### src/soc_config.svh
`ifndef SOC_CONFIG_SVH
`define SOC_CONFIG_SVH

//////////////////////////////////////////////////
// Bus geometry
//////////////////////////////////////////////////

`define SOC_WORD_W 32
`define SOC_BE_W   4

//////////////////////////////////////////////////
// Memory map
//////////////////////////////////////////////////

// Depths in words, 8 KB each
`define SOC_INST_WORDS 2048
`define SOC_DATA_WORDS 2048

// First byte address written by the programmer
`define SOC_INST_BASE 32'h0000_0000

// Programmer line bit period in clocks
`define SOC_UART_CLKS_PER_BIT 16

`endif

### src/soc_pkg.sv
`include "soc_config.svh"

package soc_pkg;

    typedef logic [7:0]                          byte_t;
    typedef logic [`SOC_WORD_W-1:0]              word_t;
    typedef logic [31:0]                         addr_t;
    typedef logic [`SOC_BE_W-1:0]                be_t;
    typedef logic [$clog2(`SOC_INST_WORDS)-1:0]  inst_idx_t;
    typedef logic [$clog2(`SOC_DATA_WORDS)-1:0]  data_idx_t;

    // Instruction fetch request
    typedef struct packed {
        logic  req;
        addr_t addr;
    } fetch_req_t;

    // Load/store request
    typedef struct packed {
        logic  req;
        logic  we;
        be_t   be;
        addr_t addr;
        word_t wdata;
    } bus_req_t;

    // Shared by both memory ports
    typedef struct packed {
        logic  gnt;
        logic  rvalid;
        word_t rdata;
    } bus_rsp_t;

    // Programmer write, one-cycle strobe
    typedef struct packed {
        logic      en;
        inst_idx_t idx;
        word_t     data;
    } prog_wr_t;

    typedef enum logic [1:0] {
        IDLE,
        START,
        DATA,
        STOP
    } uart_rx_state_e;

endpackage

### src/prog_loader.sv
`timescale 1ns/10ps
`include "soc_config.svh"

module prog_loader (
    input  logic              clk_i,
    input  logic              arst_n_i,
    input  logic              prog_en_i,
    input  soc_pkg::byte_t    byte_i,
    input  logic              byte_valid_i,
    output soc_pkg::prog_wr_t wr_o
);

    localparam int WORD_W = $bits(soc_pkg::word_t);
    localparam soc_pkg::inst_idx_t START_IDX = soc_pkg::inst_idx_t'(`SOC_INST_BASE >> 2);

    logic               prog_en_q;
    logic               prog_rise;
    logic               take_byte;
    logic               word_done;
    logic [1:0]         byte_cnt_q;
    soc_pkg::inst_idx_t idx_q;
    soc_pkg::word_t     shift_q;
    soc_pkg::word_t     assembled;
    logic               wr_en_q;
    soc_pkg::inst_idx_t wr_idx_q;
    soc_pkg::word_t     wr_data_q;

    assign prog_rise = prog_en_i & ~prog_en_q;
    assign take_byte = prog_en_i & byte_valid_i & ~prog_rise;
    assign word_done = take_byte & (byte_cnt_q == 2'd3);

    // Little-endian, newest byte lands on top
    assign assembled = {byte_i, shift_q[WORD_W-1:8]};

    always_ff @(posedge clk_i or negedge arst_n_i) begin
        if (!arst_n_i) begin
            prog_en_q  <= 1'b0;
            byte_cnt_q <= '0;
            idx_q      <= START_IDX;
            wr_en_q    <= 1'b0;
        end else begin
            prog_en_q <= prog_en_i;
            wr_en_q   <= word_done;
            // Partial word is lost once enable drops
            if (prog_rise || !prog_en_i) begin
                byte_cnt_q <= '0;
            end else if (take_byte) begin
                byte_cnt_q <= byte_cnt_q + 1'b1;
            end
            if (prog_rise) begin
                idx_q <= START_IDX;
            end else if (word_done) begin
                idx_q <= idx_q + 1'b1;
            end
        end
    end

    always_ff @(posedge clk_i) begin
        if (take_byte) begin
            shift_q <= assembled;
        end
        if (word_done) begin
            wr_idx_q  <= idx_q;
            wr_data_q <= assembled;
        end
    end

    assign wr_o.en   = wr_en_q;
    assign wr_o.idx  = wr_idx_q;
    assign wr_o.data = wr_data_q;

endmodule

### config.mk
export PLATFORM = sky130hd
export DESIGN_NAME = prog_loader
export DESIGN_NICKNAME = d
export VERILOG_FILES = /design/src/soc_pkg.sv /design/src/prog_loader.sv
export VERILOG_INCLUDE_DIRS = /design/src
export SDC_FILE = /design/constraint.sdc
export NUM_CORES = 1
export LEC_CHECK = 0
export BUFFER_PORTS_ARGS = -buffer_cell sky130_fd_sc_hd__buf_2
export CORE_ASPECT_RATIO = 1.5
export CORE_MARGIN = 5
export CORE_UTILIZATION = 40
export DETAILED_ROUTE_END_ITERATION = 7
export PLACE_DENSITY = 0.73
export SLEW_MARGIN = 15
export SYNTH_ARGS = -nofsm -noshare
export SYNTH_HDL_FRONTEND = slang
export SYNTH_SLANG_ARGS = --single-unit
export TNS_END_PERCENT = 10
### constraint.sdc
create_clock -name clk_i -period 2 [get_ports clk_i]
set_input_delay 0.3 -clock clk_i [delete_from_list [all_inputs] [get_ports clk_i]]
set_output_delay 0.3 -clock clk_i [all_outputs]
set_load 0.05 [all_outputs]
Word level (Yosys, flattened, before mapping). Index checks and enable logic that the tools add are counted.

Register bits after elaboration: 90. Input bits: 12. Output and inout bits: 44. Logic and storage cells: 24.

$add $sub $neg: 2. Equality and inequality tests: 1. Multiplexer cells: 4. Bitwise operators: 6. Reduce and logical (&&, ||, !) cells: 4.

Operators by type and width (count): two-way mux 11 bit (2); adder 11 x 1 -> 11 bit, second input constant (1); bitwise AND 1 bit (4); two-way mux 2 bit (2); nonzero test 2 bit (2); adder 2 x 1 -> 2 bit, second input constant (1); equality test 2 bit, second input constant (1); inverter 1 bit (2); logical NOT 1 bit (1); logical OR 1 bit (1).

Longest topological paths before layout.
Depth after elaboration: 7. Gate-level depth with buffers: 6. Depth with buffers taken out: 6.

Worst setup path after synthesis. OpenSTA, ideal clock, no wires.

Path kind: reg2reg. Start: reg byte_cnt_q[0]. End: reg idx_q[4]. Library setup time: 0.131 ns. Arrival time: 2.054 ns. Required time: 1.869 ns. Setup slack: -0.185 ns. Cell stages (with the launch flop): 7. Path buffers: 0. Period minus slack after synthesis: 2.185 ns. Cell sequence: dfrtp_1 > ha_1 > nand4_4 > inv_1 > nand4_1 > nand3_1 > o21ai_0.

Longest elaborated chain between the ends: 3.

RTL lines: from (decl) (line prog_loader.sv:20) `logic [1:0] byte_cnt_q;`; from (signal assigned) (line prog_loader.sv:48) `byte_cnt_q <= byte_cnt_q + 1'b1;`; equality test 2 bit (line prog_loader.sv:30) `assign word_done = take_byte & (byte_cnt_q == 2'd3);`; bitwise AND 1 bit (line prog_loader.sv:30); via word_done (line prog_loader.sv:19) `logic word_done;`; nonzero test 2 bit (no source line); to (signal assigned) (line prog_loader.sv:53) `idx_q <= idx_q + 1'b1;`; to (decl) (line prog_loader.sv:21) `soc_pkg::inst_idx_t idx_q;`.

The timed path passes the listed nets, and every way through them passes these cells. A chain may end at the register's enable or synchronous reset.

Worst setup path after layout. Same ends and word-level chain as after synthesis.

==> flow_summary.ini <==
[status]
outcome = completed

[pwr]
powerDensity_nw_per_um2 = 965
clkPwrFrac_pct = 42.0
peakVddDrop_v = 0.000498
seqPwrFrac_pct = 56.7
p_switching_w = 0.000585
total_power_w = 0.00328
leakagePower_nw = 1.34
switching_share_pct = 17.8
p_comb_share_pct = 1.3
p_int_w = 0.00270

[logic_synthesis]
synthesis.area_um2 = 2780
yosysWarnings = 0
synth.avg_cell_area_um2 = 20.2
yosysUniqueCellTypes = 24
yosys-top-cells-area = edfxtp_1 72%, dfrtp_1 13%, xnor2_1 2.2%
yosysTopAreaCell = edfxtp_1
ys_seq_elements = 82
synth_fp_nets = 152
synth_top_area_share_pct = 72.3
syn_inst = 138
synth.yosys.seq_area_share_pct = 85.8

[die]
die_area_um2 = 8760
ios = 56
die_h_um = 112
initial_utilization_pct = 40.9
core-area_um2 = 6810
dieWidth_um = 78.1
std_cell_rows = 37

[critical_path]
crit_path_start_kind = register
slowest_stage = dfrtp_1
path_class = register to register
required_ns = 2.21
cp_num_buf_inv = 2
cp_max_fo = 47
cp_top_family = simple AND/OR/NAND/NOR gates
arrival_ns = 1.85
max_stage_delay_ns = 0.38
crit_path_end_kind = register
crit_chain = ha_1 > nand4_4 > clkinvlp_4 > buf_12 > nand4_1 > nand3_1 > o21ai_0

[sta]
fin_ws_ns = 0.352
grt_setup_unrepaired = no
final.min_clock_period_ns = 1.65
skew_ns = 0.00615
relSlewSlack_pct = 63.7
drv_slew = 0
period_share_pct = 82.4
tns_ns = 0
fmax_mhz = 607
tightestPinTransition_ns = 0.545
hold_viol = 0
finalSetupViolCount = 0

[route]
vias = 1367
avgViaCountPerCell = 4.76
firstDrtPassIters = 4
postRouteAntennaNets = 0
routedWlPerCell_um = 15.4
drc = 0
drtIter0Drc = 81
routed_wl_um = 4410

[finish]
area_delta_synth_final_pct = 22.3
antenna-diode-count = 0
final_cell_area_um2 = 3400
nNetsFinal = 218
seqCellArea_um2 = 2390
multi_input_area_um2 = 359
nFillCells = 570
final_layout_size_suffix_gt1_share_pct = 38.3

[global_route]
antenna_found_initial = 1
grt_remaining_overflow = 0
track_usage_pct = 10.5
grt_pass1_wl_um = 7030
grt_pass1_vias = 1370
grt_max_degree = 48

[hold_path]
hold_path.class = input pin to register

[clocking]
cts.clk_slew.worst_paths_ns = 0.08
htree_levels = 3
cts_inserted_buffers = 9
cts_tree = yes
cts_root_buf = clkbuf_8
clock_path_buffers = 2
cts.sinks = 82
clk_latency_ns = 0.33

[placement]
dpl.hpwl_um = 3000
gp_congestion = 0.926
portBuffers = 55
place_ws_ns = 0.351
place_area_um2 = 3150

[job]
maxCapViolations = 0
[sequential cells by signal, summed over array words and instances (netlist names)]
| signal | flops |
|---|---|
| byte_cnt_q | 2 |
| idx_q | 11 |
| prog_en_q | 1 |
| shift_q | 24 |
| wr_data_q | 32 |
| wr_en_q | 1 |
| wr_idx_q | 11 |
[through the flow]
step                      hold WS [ns]  utilization, %  instances
final                            0.155            50.0        287
after global routing             0.129            50.0        287
after detailed placement         0.225            46.3        270
after CTS                        0.134            50.0        287
after floorplan                0.00441               -        138
after global placement           0.221            46.3        270
[cells in the mapped netlist, drive strengths merged]
cell type and count:
mux2i 1, nor3 3, nand2b 1, ha 2, edfxtp 67, inv 2, buf 2, nor2 12
xor2 1, nand3 6, a31o 1, nor4 2, dfrtp 15, nand2 8, a21oi 1, and2b 1
xnor2 7, o21ai 2, nand4 3, and3 1
[kinds of logic (layout without fill, tap and decap cells)]
family	Yosys count	count (layout)	synth area share, %
fa+ha+maj	2	2	0.900
simple gates	37	37	8.28
buf+inv	4	75	1.26
xor+xnor	8	8	2.52
compound gates	4	4	0.855
flops	82	82	85.8
mux	1	1	0.360
[final timing paths]
path / slack [ns] / cells past startpoint / end / startpoint
max reg2reg: 0.35 / 7 / idx_q[4] / byte_cnt_q[0]
min in group asynchronous: 0.39 / 2 / idx_q[7] / arst_n_i
min reg2reg: 0.42 / 0 / wr_data_q[2] / shift_q[10]
min: 0.16 / 1 / shift_q[27] / byte_i[3]
max: 0.35 / 7 / idx_q[4] / byte_cnt_q[0]
max in group asynchronous: 1.35 / 2 / wr_en_q / arst_n_i
[routing by layer]
| layer | track usage, % | part of all wire (%) |
|---|---|---|
| met5 | 0 | 0.27 |
| met4 | 4.51 | 2.0 |
| met3 | 5.14 | 8.0 |
| met2 | 16.0 | 49 |
| met1 | 12.6 | 40 |
[cells in the final DEF (no fill, tap or decap)]
| master | netlist | final |
|---|---|---|
| a21oi_1 | 1 | 1 |
| o21ai_0 | 2 | 2 |
| clkinvlp_4 | 0 | 1 |
| and3_2 | 1 | 1 |
| dlygate4sd3_1 | 0 | 1 |
| nand2_1 | 8 | 8 |
| edfxtp_1 | 67 | 67 |
| nand2b_1 | 1 | 1 |
| nor2_2 | 2 | 2 |
| dfrtp_1 | 15 | 15 |
| xor2_1 | 1 | 1 |
| nand4_1 | 1 | 1 |
| nor2_1 | 10 | 10 |
| clkinv_2 | 0 | 1 |
| ha_1 | 2 | 2 |
| mux2i_1 | 1 | 1 |
| nor4_4 | 1 | 1 |
| nand4_4 | 2 | 2 |
| nor3_1 | 3 | 3 |
| nor4_2 | 1 | 1 |
| buf_2 | 0 | 55 |
| a31o_1 | 1 | 1 |
| inv_6 | 0 | 1 |
| nand3_1 | 6 | 6 |
| bufinv_16 | 0 | 3 |
| clkbuf_8 | 0 | 9 |
| clkinv_4 | 0 | 1 |
| inv_1 | 2 | 1 |
| clkinv_1 | 0 | 1 |
| buf_12 | 1 | 1 |
| xnor2_1 | 7 | 7 |
| and2b_2 | 1 | 1 |
[what timing repair did]
action | CTS | global route
endpoints found under the hold margin | 15 | 0
hold buffers | 1 | 0
buffers inserted | 0 | 0
gates resized for setup | 0 | 0
[power by group through the flow]
stage                     clock network [W]  registers [W]  logic [W]
after floorplan                           0        0.00190  0.0000196
after global placement                    0        0.00190  0.0000409
after detailed placement                  0        0.00190  0.0000431
after CTS                           0.00142        0.00186  0.0000446
after global routing                0.00150        0.00186  0.0000486
final                               0.00138        0.00186  0.0000435
[area by class of cell]
class / instances / area share [%]
clock buffer: 9 / 3.64
clock inverter: 7 / 3.42
inverter: 2 / 0.331
multi-input combinational: 52 / 10.6
sequential: 82 / 70.2
tap: 78 / 2.87
timing repair buffer: 57 / 8.98
No activity file was read; power rests on OpenSTA's default activity.
