### config.mk
export PLATFORM = sky130hd
export DESIGN_NAME = uart_rx
export DESIGN_NICKNAME = d
export VERILOG_FILES = /design/src/soc_pkg.sv /design/src/uart_rx.sv
export VERILOG_INCLUDE_DIRS = /design/src
export SDC_FILE = /design/constraint.sdc
export NUM_CORES = 1
export LEC_CHECK = 0
export ABC_CLOCK_PERIOD_IN_PS = 2029
export BUFFER_PORTS_ARGS = -buffer_cell sky130_fd_sc_hd__buf_2
export CAP_MARGIN = 10
export CORE_MARGIN = 8
export CORE_UTILIZATION = 54
export DETAILED_ROUTE_END_ITERATION = 7
export PLACE_DENSITY_LB_ADDON = 0.25
export SYNTH_ARGS = -nofsm -noshare
export SYNTH_HDL_FRONTEND = slang
export SYNTH_SLANG_ARGS = --single-unit
### constraint.sdc
create_clock -name clk_i -period 2.03 [get_ports clk_i]
set_clock_uncertainty 0.15 [all_clocks]
set_input_delay 0.1015 -clock clk_i [delete_from_list [all_inputs] [get_ports clk_i]]
set_output_delay 0.1015 -clock clk_i [all_outputs]
set_load 0.01 [all_outputs]
### src/soc_config.svh
`ifndef SOC_CONFIG_SVH
`define SOC_CONFIG_SVH

//////////////////////////////////////////////////
// Bus geometry
//////////////////////////////////////////////////

`define SOC_WORD_W 32
`define SOC_BE_W   4

//////////////////////////////////////////////////
// Memory map
//////////////////////////////////////////////////

// Depths in words, 8 KB each
`define SOC_INST_WORDS 2048
`define SOC_DATA_WORDS 2048

// First byte address written by the programmer
`define SOC_INST_BASE 32'h0000_0000

// Programmer line bit period in clocks
`define SOC_UART_CLKS_PER_BIT 16

`endif

### src/soc_pkg.sv
`include "soc_config.svh"

package soc_pkg;

    typedef logic [7:0]                          byte_t;
    typedef logic [`SOC_WORD_W-1:0]              word_t;
    typedef logic [31:0]                         addr_t;
    typedef logic [`SOC_BE_W-1:0]                be_t;
    typedef logic [$clog2(`SOC_INST_WORDS)-1:0]  inst_idx_t;
    typedef logic [$clog2(`SOC_DATA_WORDS)-1:0]  data_idx_t;

    // Instruction fetch request
    typedef struct packed {
        logic  req;
        addr_t addr;
    } fetch_req_t;

    // Load/store request
    typedef struct packed {
        logic  req;
        logic  we;
        be_t   be;
        addr_t addr;
        word_t wdata;
    } bus_req_t;

    // Shared by both memory ports
    typedef struct packed {
        logic  gnt;
        logic  rvalid;
        word_t rdata;
    } bus_rsp_t;

    // Programmer write, one-cycle strobe
    typedef struct packed {
        logic      en;
        inst_idx_t idx;
        word_t     data;
    } prog_wr_t;

    typedef enum logic [1:0] {
        IDLE,
        START,
        DATA,
        STOP
    } uart_rx_state_e;

endpackage

### src/uart_rx.sv
`timescale 1ns/10ps
`include "soc_config.svh"

module uart_rx (
    input  logic           clk_i,
    input  logic           arst_n_i,
    input  logic           rx_i,
    output soc_pkg::byte_t byte_o,
    output logic           byte_valid_o
);

    localparam int CLKS_PER_BIT = `SOC_UART_CLKS_PER_BIT;
    localparam int CNT_W        = $clog2(CLKS_PER_BIT);

    localparam logic [CNT_W-1:0] CNT_LAST = CNT_W'(CLKS_PER_BIT - 1);
    localparam logic [CNT_W-1:0] CNT_MID  = CNT_W'(CLKS_PER_BIT / 2 - 1);
    // Clocks already lost in the synchronizer
    localparam logic [CNT_W-1:0] CNT_SYNC = CNT_W'(2);

    logic                    rx_meta_q;
    logic                    rx_sync_q;
    soc_pkg::uart_rx_state_e state_q;
    logic [CNT_W-1:0]        cnt_q;
    logic [2:0]              bit_q;
    soc_pkg::byte_t          shift_q;
    logic                    valid_q;

    //////////////////////////////////////////////////
    // Line synchronizer
    //////////////////////////////////////////////////

    always_ff @(posedge clk_i or negedge arst_n_i) begin
        if (!arst_n_i) begin
            rx_meta_q <= 1'b1;
            rx_sync_q <= 1'b1;
        end else begin
            rx_meta_q <= rx_i;
            rx_sync_q <= rx_meta_q;
        end
    end

    //////////////////////////////////////////////////
    // Frame FSM
    //////////////////////////////////////////////////

    always_ff @(posedge clk_i or negedge arst_n_i) begin
        if (!arst_n_i) begin
            state_q <= soc_pkg::IDLE;
            cnt_q   <= '0;
            bit_q   <= '0;
            valid_q <= 1'b0;
        end else begin
            valid_q <= 1'b0;
            case (state_q)
                soc_pkg::IDLE: begin
                    if (!rx_sync_q) begin
                        state_q <= soc_pkg::START;
                        cnt_q   <= CNT_SYNC;
                    end
                end
                soc_pkg::START: begin
                    if (cnt_q == CNT_MID) begin
                        cnt_q   <= '0;
                        bit_q   <= '0;
                        // Line back high means a glitch
                        state_q <= rx_sync_q ? soc_pkg::IDLE : soc_pkg::DATA;
                    end else begin
                        cnt_q <= cnt_q + 1'b1;
                    end
                end
                soc_pkg::DATA: begin
                    if (cnt_q == CNT_LAST) begin
                        cnt_q <= '0;
                        bit_q <= bit_q + 1'b1;
                        if (bit_q == 3'd7) begin
                            state_q <= soc_pkg::STOP;
                        end
                    end else begin
                        cnt_q <= cnt_q + 1'b1;
                    end
                end
                soc_pkg::STOP: begin
                    if (cnt_q == CNT_LAST) begin
                        cnt_q   <= '0;
                        // Framing error drops the byte
                        valid_q <= rx_sync_q;
                        state_q <= soc_pkg::IDLE;
                    end else begin
                        cnt_q <= cnt_q + 1'b1;
                    end
                end
                default: begin
                    state_q <= soc_pkg::IDLE;
                end
            endcase
        end
    end

    // LSB arrives first
    always_ff @(posedge clk_i) begin
        if (state_q == soc_pkg::DATA && cnt_q == CNT_LAST) begin
            shift_q <= {rx_sync_q, shift_q[7:1]};
        end
    end

    assign byte_o       = shift_q;
    assign byte_valid_o = valid_q;

endmodule
# Word level (Yosys, flattened, before mapping)
# Cells that the tools add are included.
[classes]
n_mux = 16
n_addsub = 2
eq_ne = 11
reduce_logical = 6
[ops]
columns = ["op", "n"]
rows = [
  ["$mux 2", 6],
  ["$mux 4", 3],
  ["$pmux 4 s3", 1],
  ["$ne 2x2->1 const B", 5],
  ["$pmux 2 s4", 1],
  ["$mux 3", 2],
  ["$pmux 3 s2", 1],
  ["$reduce_and 5->1", 1],
  ["$add 4x1->4 const B", 1],
  ["$eq 2x2->1 const B", 2],
  ["$eq 4x3->1 const B", 1],
  ["$eq 4x4->1 const B", 1],
  ["$add 3x1->3 const B", 1],
  ["$eq 3x3->1 const B", 1],
  ["$reduce_and 3->1", 1],
  ["$eq 2x1->1 const B", 1],
  ["$logic_not 2->1", 1],
  ["$mux 1", 2],
  ["$reduce_bool 2->1", 1],
  ["$reduce_or 2->1", 1],
  ["$logic_and 1x1->1", 1],
]
[word_totals]
output_inout_bits = 9
input_bits = 3
reg_bits = 20
elab_cells = 42

# Depth between registers and ports, before layout
[depth]
ltp_word = 4
ltp_mapped = 5

# Worst setup path before layout
# No wires, ideal clock.
[synth_timing]
kind = "reg2reg"
startpoint = "reg cnt_q[0]"
endpoint = "reg shift_q[0] (netlist: byte_o[0]), enable pin"
path_buffers = 1
setup_slack_ps = 272
period_less_slack_ps = 1758
stages_incl_launch_ff = 5
arrival_ps = 1235
path_cell_list = "dfrtp_1 ha_1 buf_6 nand3_1 nor2_1"
[synth_between]
elab_chain_len = 2
[synth_rtl]
columns = ["element", "line_no", "rtl"]
rows = [
  ["start: declaration", "uart_rx.sv:23", "logic [CNT_W-1:0] cnt_q;"],
  ["start signal: assignment", "uart_rx.sv:68", "cnt_q <= cnt_q + 1'b1;"],
  ["start signal: assignment", "uart_rx.sv:79", "cnt_q <= cnt_q + 1'b1;"],
  ["start signal: assignment", "uart_rx.sv:89", "cnt_q <= cnt_q + 1'b1;"],
  ["$eq 4x4->1", "uart_rx.sv:101", "if (state_q == soc_pkg::DATA && cnt_q == CNT_LAST) begin"],
  ["$logic_and 1x1->1", "uart_rx.sv:101", ""],
  ["end signal: assignment", "uart_rx.sv:102", "shift_q <= {rx_sync_q, shift_q[7:1]};"],
  ["end: declaration", "uart_rx.sv:25", "soc_pkg::byte_t shift_q;"],
]
# No other way between the ends.
# A chain may end at the register's enable or synchronous reset.

# Worst setup path in the final report
[layout_timing]
startpoint = "reg cnt_q[0]"
endpoint = "reg shift_q[4] (netlist: byte_o[4]), enable pin"
# Same word-level chain as after synthesis.

==> out/qor.yml <==
postSynthCellCount: 71
cts_root_buf: "clkbuf_4"
leakagePower_nw: 0.446
worst-slew-pin-transition_ns: 0.424
antenna_found_initial: 0
max_stage_delay_ns: 0.45
setup_viol: 0
ff_latch_area_um2: 543
critPathArrivalTime_ns: 1.68
cts_sinks: 20
grt_pass1_wl_um: 2820
die-area_um2: 3220
setup_tns_ns: 0
drc_errors: 0
worst-path-max-fanout: 9
critPathKind: "reg2reg"
synth_ff_type: "dfrtp_1"
layout-drive-gt1-share_pct: 25.9
final_area_um2: 1030
placed_area_um2: 953
synthesis.area_um2: 898
cts-htree-levels: 1
grt_pass1_vias: 657
p_seq_share_pct: 48.7
yosys_register_bits: 20
rsz0062_at_grt: "no"
cap_viol_max_count: 0
p_comb_share_pct: 26.2
clock_path_buffers: 2
dr.pass1.iters: 4
pwr-share-clk_pct: 25.2
p_sw_share_pct: 32.3
drtAntennaViolNets: 0
mostFrequentLayoutCells: "buf_2 (11), dfrtp_1 (10), edfxtp_1 (8)"
cts_buffers: 3
synth_cell_types: 36
layout_commonest_cell: "buf_2"
p_switching_w: 0.000416
fin_ws_ns: 0.234
ys_seq_area_share_pct: 60.4
finalCritPeriodShare_pct: 88.5
cpMaxStageDelayCell: "dfrtp_1"
nets: 92
clk_latency_ns: 0.31
powerDensity_nw_per_um2: 1250
worst_hold_path_type: "in2async"
overflow: 0
portBuffers: 11
status: "finished, final reports clean"
routed_wl_um: 1660
synth_area_leaders: "dfrtp_1 (28%), edfxtp_1 (27%), dfstp_2 (5.8%), ha_1 (4.2%), nor2_1 (2.5%)"
path_cells: "ha_1, nand3_1, nor2_1, buf_4"
fillers: 125
irDropWorstVdd_mv: 0.807
ys_async_sr_fraction_pct: 60.0
diodes: 0
num_vias: 629
synth_nets: 77
synth_top_area_share_pct: 27.9
core_area_um2: 1540
multi_input_area_um2: 324
gp_congestion: 0.839
fmax_ghz: 0.557
required_ns: 1.91
postCtsSetupBuffers: 0
post_drt_wl_per_cell_um: 16.4
synth_edf_count: 8
placement_rows: 14
viasPerCell: 6.23
post-place-ws_ns: 0.284
initial_utilization_pct: 58.3
dp_hpwl_um: 1140
maxSlewViolCount: 0
ioPinCount: 12
die_w_um: 56.8
hold_viol_final: 0
timing.hold.ws_ns: 0.0391
grt_max_degree: 15
worstSetupStartpointType: "flip-flop"
path_clk_slew_ns: 0.11
drt_iter0_markers: 12
synthToLayoutAreaGrowth_pct: 14.2
synth_top_area_cell: "dfrtp_1"
yosys_warnings: 0
die_y_um: 56.8
relSlewSlack_pct: 71.8
grt_usage_pct: 11.0
cp-end-kind: "flip-flop"
internal_power_w: 0.000871
syn_avg_cell_area_um2: 12.7
fin_crit_ns: 1.80
cts_tree: "yes"
registers in the layout, indices dropped and copies added, names as in the netlist, named ones only:
| register | flops |
|---|---|
| state_q | 1 |
| byte_valid_o | 1 |
| cnt_q | 4 |
| bit_q | 3 |
| rx_sync_q | 1 |
| byte_o | 8 |
| rx_meta_q | 1 |
power by group through the flow:
| stage | sequential (W) | clock [W] | combinational (W) |
|---|---|---|---|
| finish | 0.000626 | 0.000324 | 0.000337 |
| global route | 0.000638 | 0.000344 | 0.000389 |
| CTS | 0.000621 | 0.000330 | 0.000337 |
| detailed placement | 0.000628 | 0 | 0.000332 |
| global placement | 0.000620 | 0 | 0.000323 |
| floorplan | 0.000551 | 0 | 0.000361 |
area by class of cell:
cell class	count	area share [%]
Sequential cell	20	52.9
Multi-Input combinational cell	46	31.6
Timing Repair Buffer	14	8.05
Clock inverter	1	2.93
Clock buffer	3	2.20
Tap cell	16	1.95
Inverter	1	0.366
cell usage after synthesis (2+ instances only):
cell and instances:
nor2_1 6, o32ai_1 2, dfstp_2 2, o21ai_0 4
edfxtp_1 8, dfrtp_1 10, ha_1 3, a21oi_1 4
nand3_1 2, nor2b_1 3, nand2_1 2
repair_timing:
action                                 4_1_cts  5_1_grt
hold buffers                                 2        0
endpoints found under the hold margin       13        0
gates resized for setup                      0        0
final timing paths:
| check | startpoint | endpoint | slack [ns] | cells after the start |
|---|---|---|---|---|
| worst min-delay path | arst_n_i | bit_q[0]$_DFFE_PN0P_ | 0.04 | 2 |
| min in group clk_i | rx_meta_q$_DFF_PN1_ | rx_sync_q$_DFF_PN1_ | 0.22 | 0 |
| worst max register to register | cnt_q[0]$_DFFE_PN0P_ | byte_o[4]$_DFFE_PP_ | 0.23 | 4 |
| max in group asynchronous | arst_n_i | rx_meta_q$_DFF_PN1_ | 1.42 | 2 |
| worst min register to register | rx_meta_q$_DFF_PN1_ | rx_sync_q$_DFF_PN1_ | 0.22 | 0 |
| worst max-delay path | cnt_q[0]$_DFFE_PN0P_ | byte_o[4]$_DFFE_PP_ | 0.23 | 4 |
cell families (layout without fill, tap and decap cells):
| kind of cell | count (synthesis) | after routing | synth area share (%) |
|---|---|---|---|
| AOI/OAI and AO/OA | 19 | 19 | 15.3 |
| xor gates and xnor gates | 1 | 1 | 0.975 |
| adders and majority gates | 3 | 3 | 4.18 |
| buffers and inverters | 5 | 19 | 3.48 |
| DFF | 20 | 20 | 60.4 |
| muxes | 1 | 1 | 1.11 |
| and+or+nand+nor | 22 | 22 | 14.5 |
routing by layer:
metal	vias to the layer above	wire length [um]	GRT usage [%]
met5	-	0	0
met4	0	40	7.38
met3	5	105	3.82
met2	20	772	16.8
met1	308	736	12.5
li1	296	-	-
stage by stage:
step	total power (W)	cells	utilization, %
3_5_place_dp	0.000960	95	61.9
5_1_grt	0.00137	101	66.6
6_report	0.00129	101	66.6
4_1_cts	0.00129	101	66.6
2_1_floorplan	0.000912	71	-
3_3_place_gp	0.000943	95	61.9
critical path, delay by kind of cell, from the launching register on:
family                   cells  cell delay [ns]
flip-flops                   1             0.45
AND/OR/NAND/NOR              2             0.37
adder cells (fa/ha/maj)      1             0.35
buffers and inverters        1             0.19
Note: power is estimated with default switching activity, not from simulation.
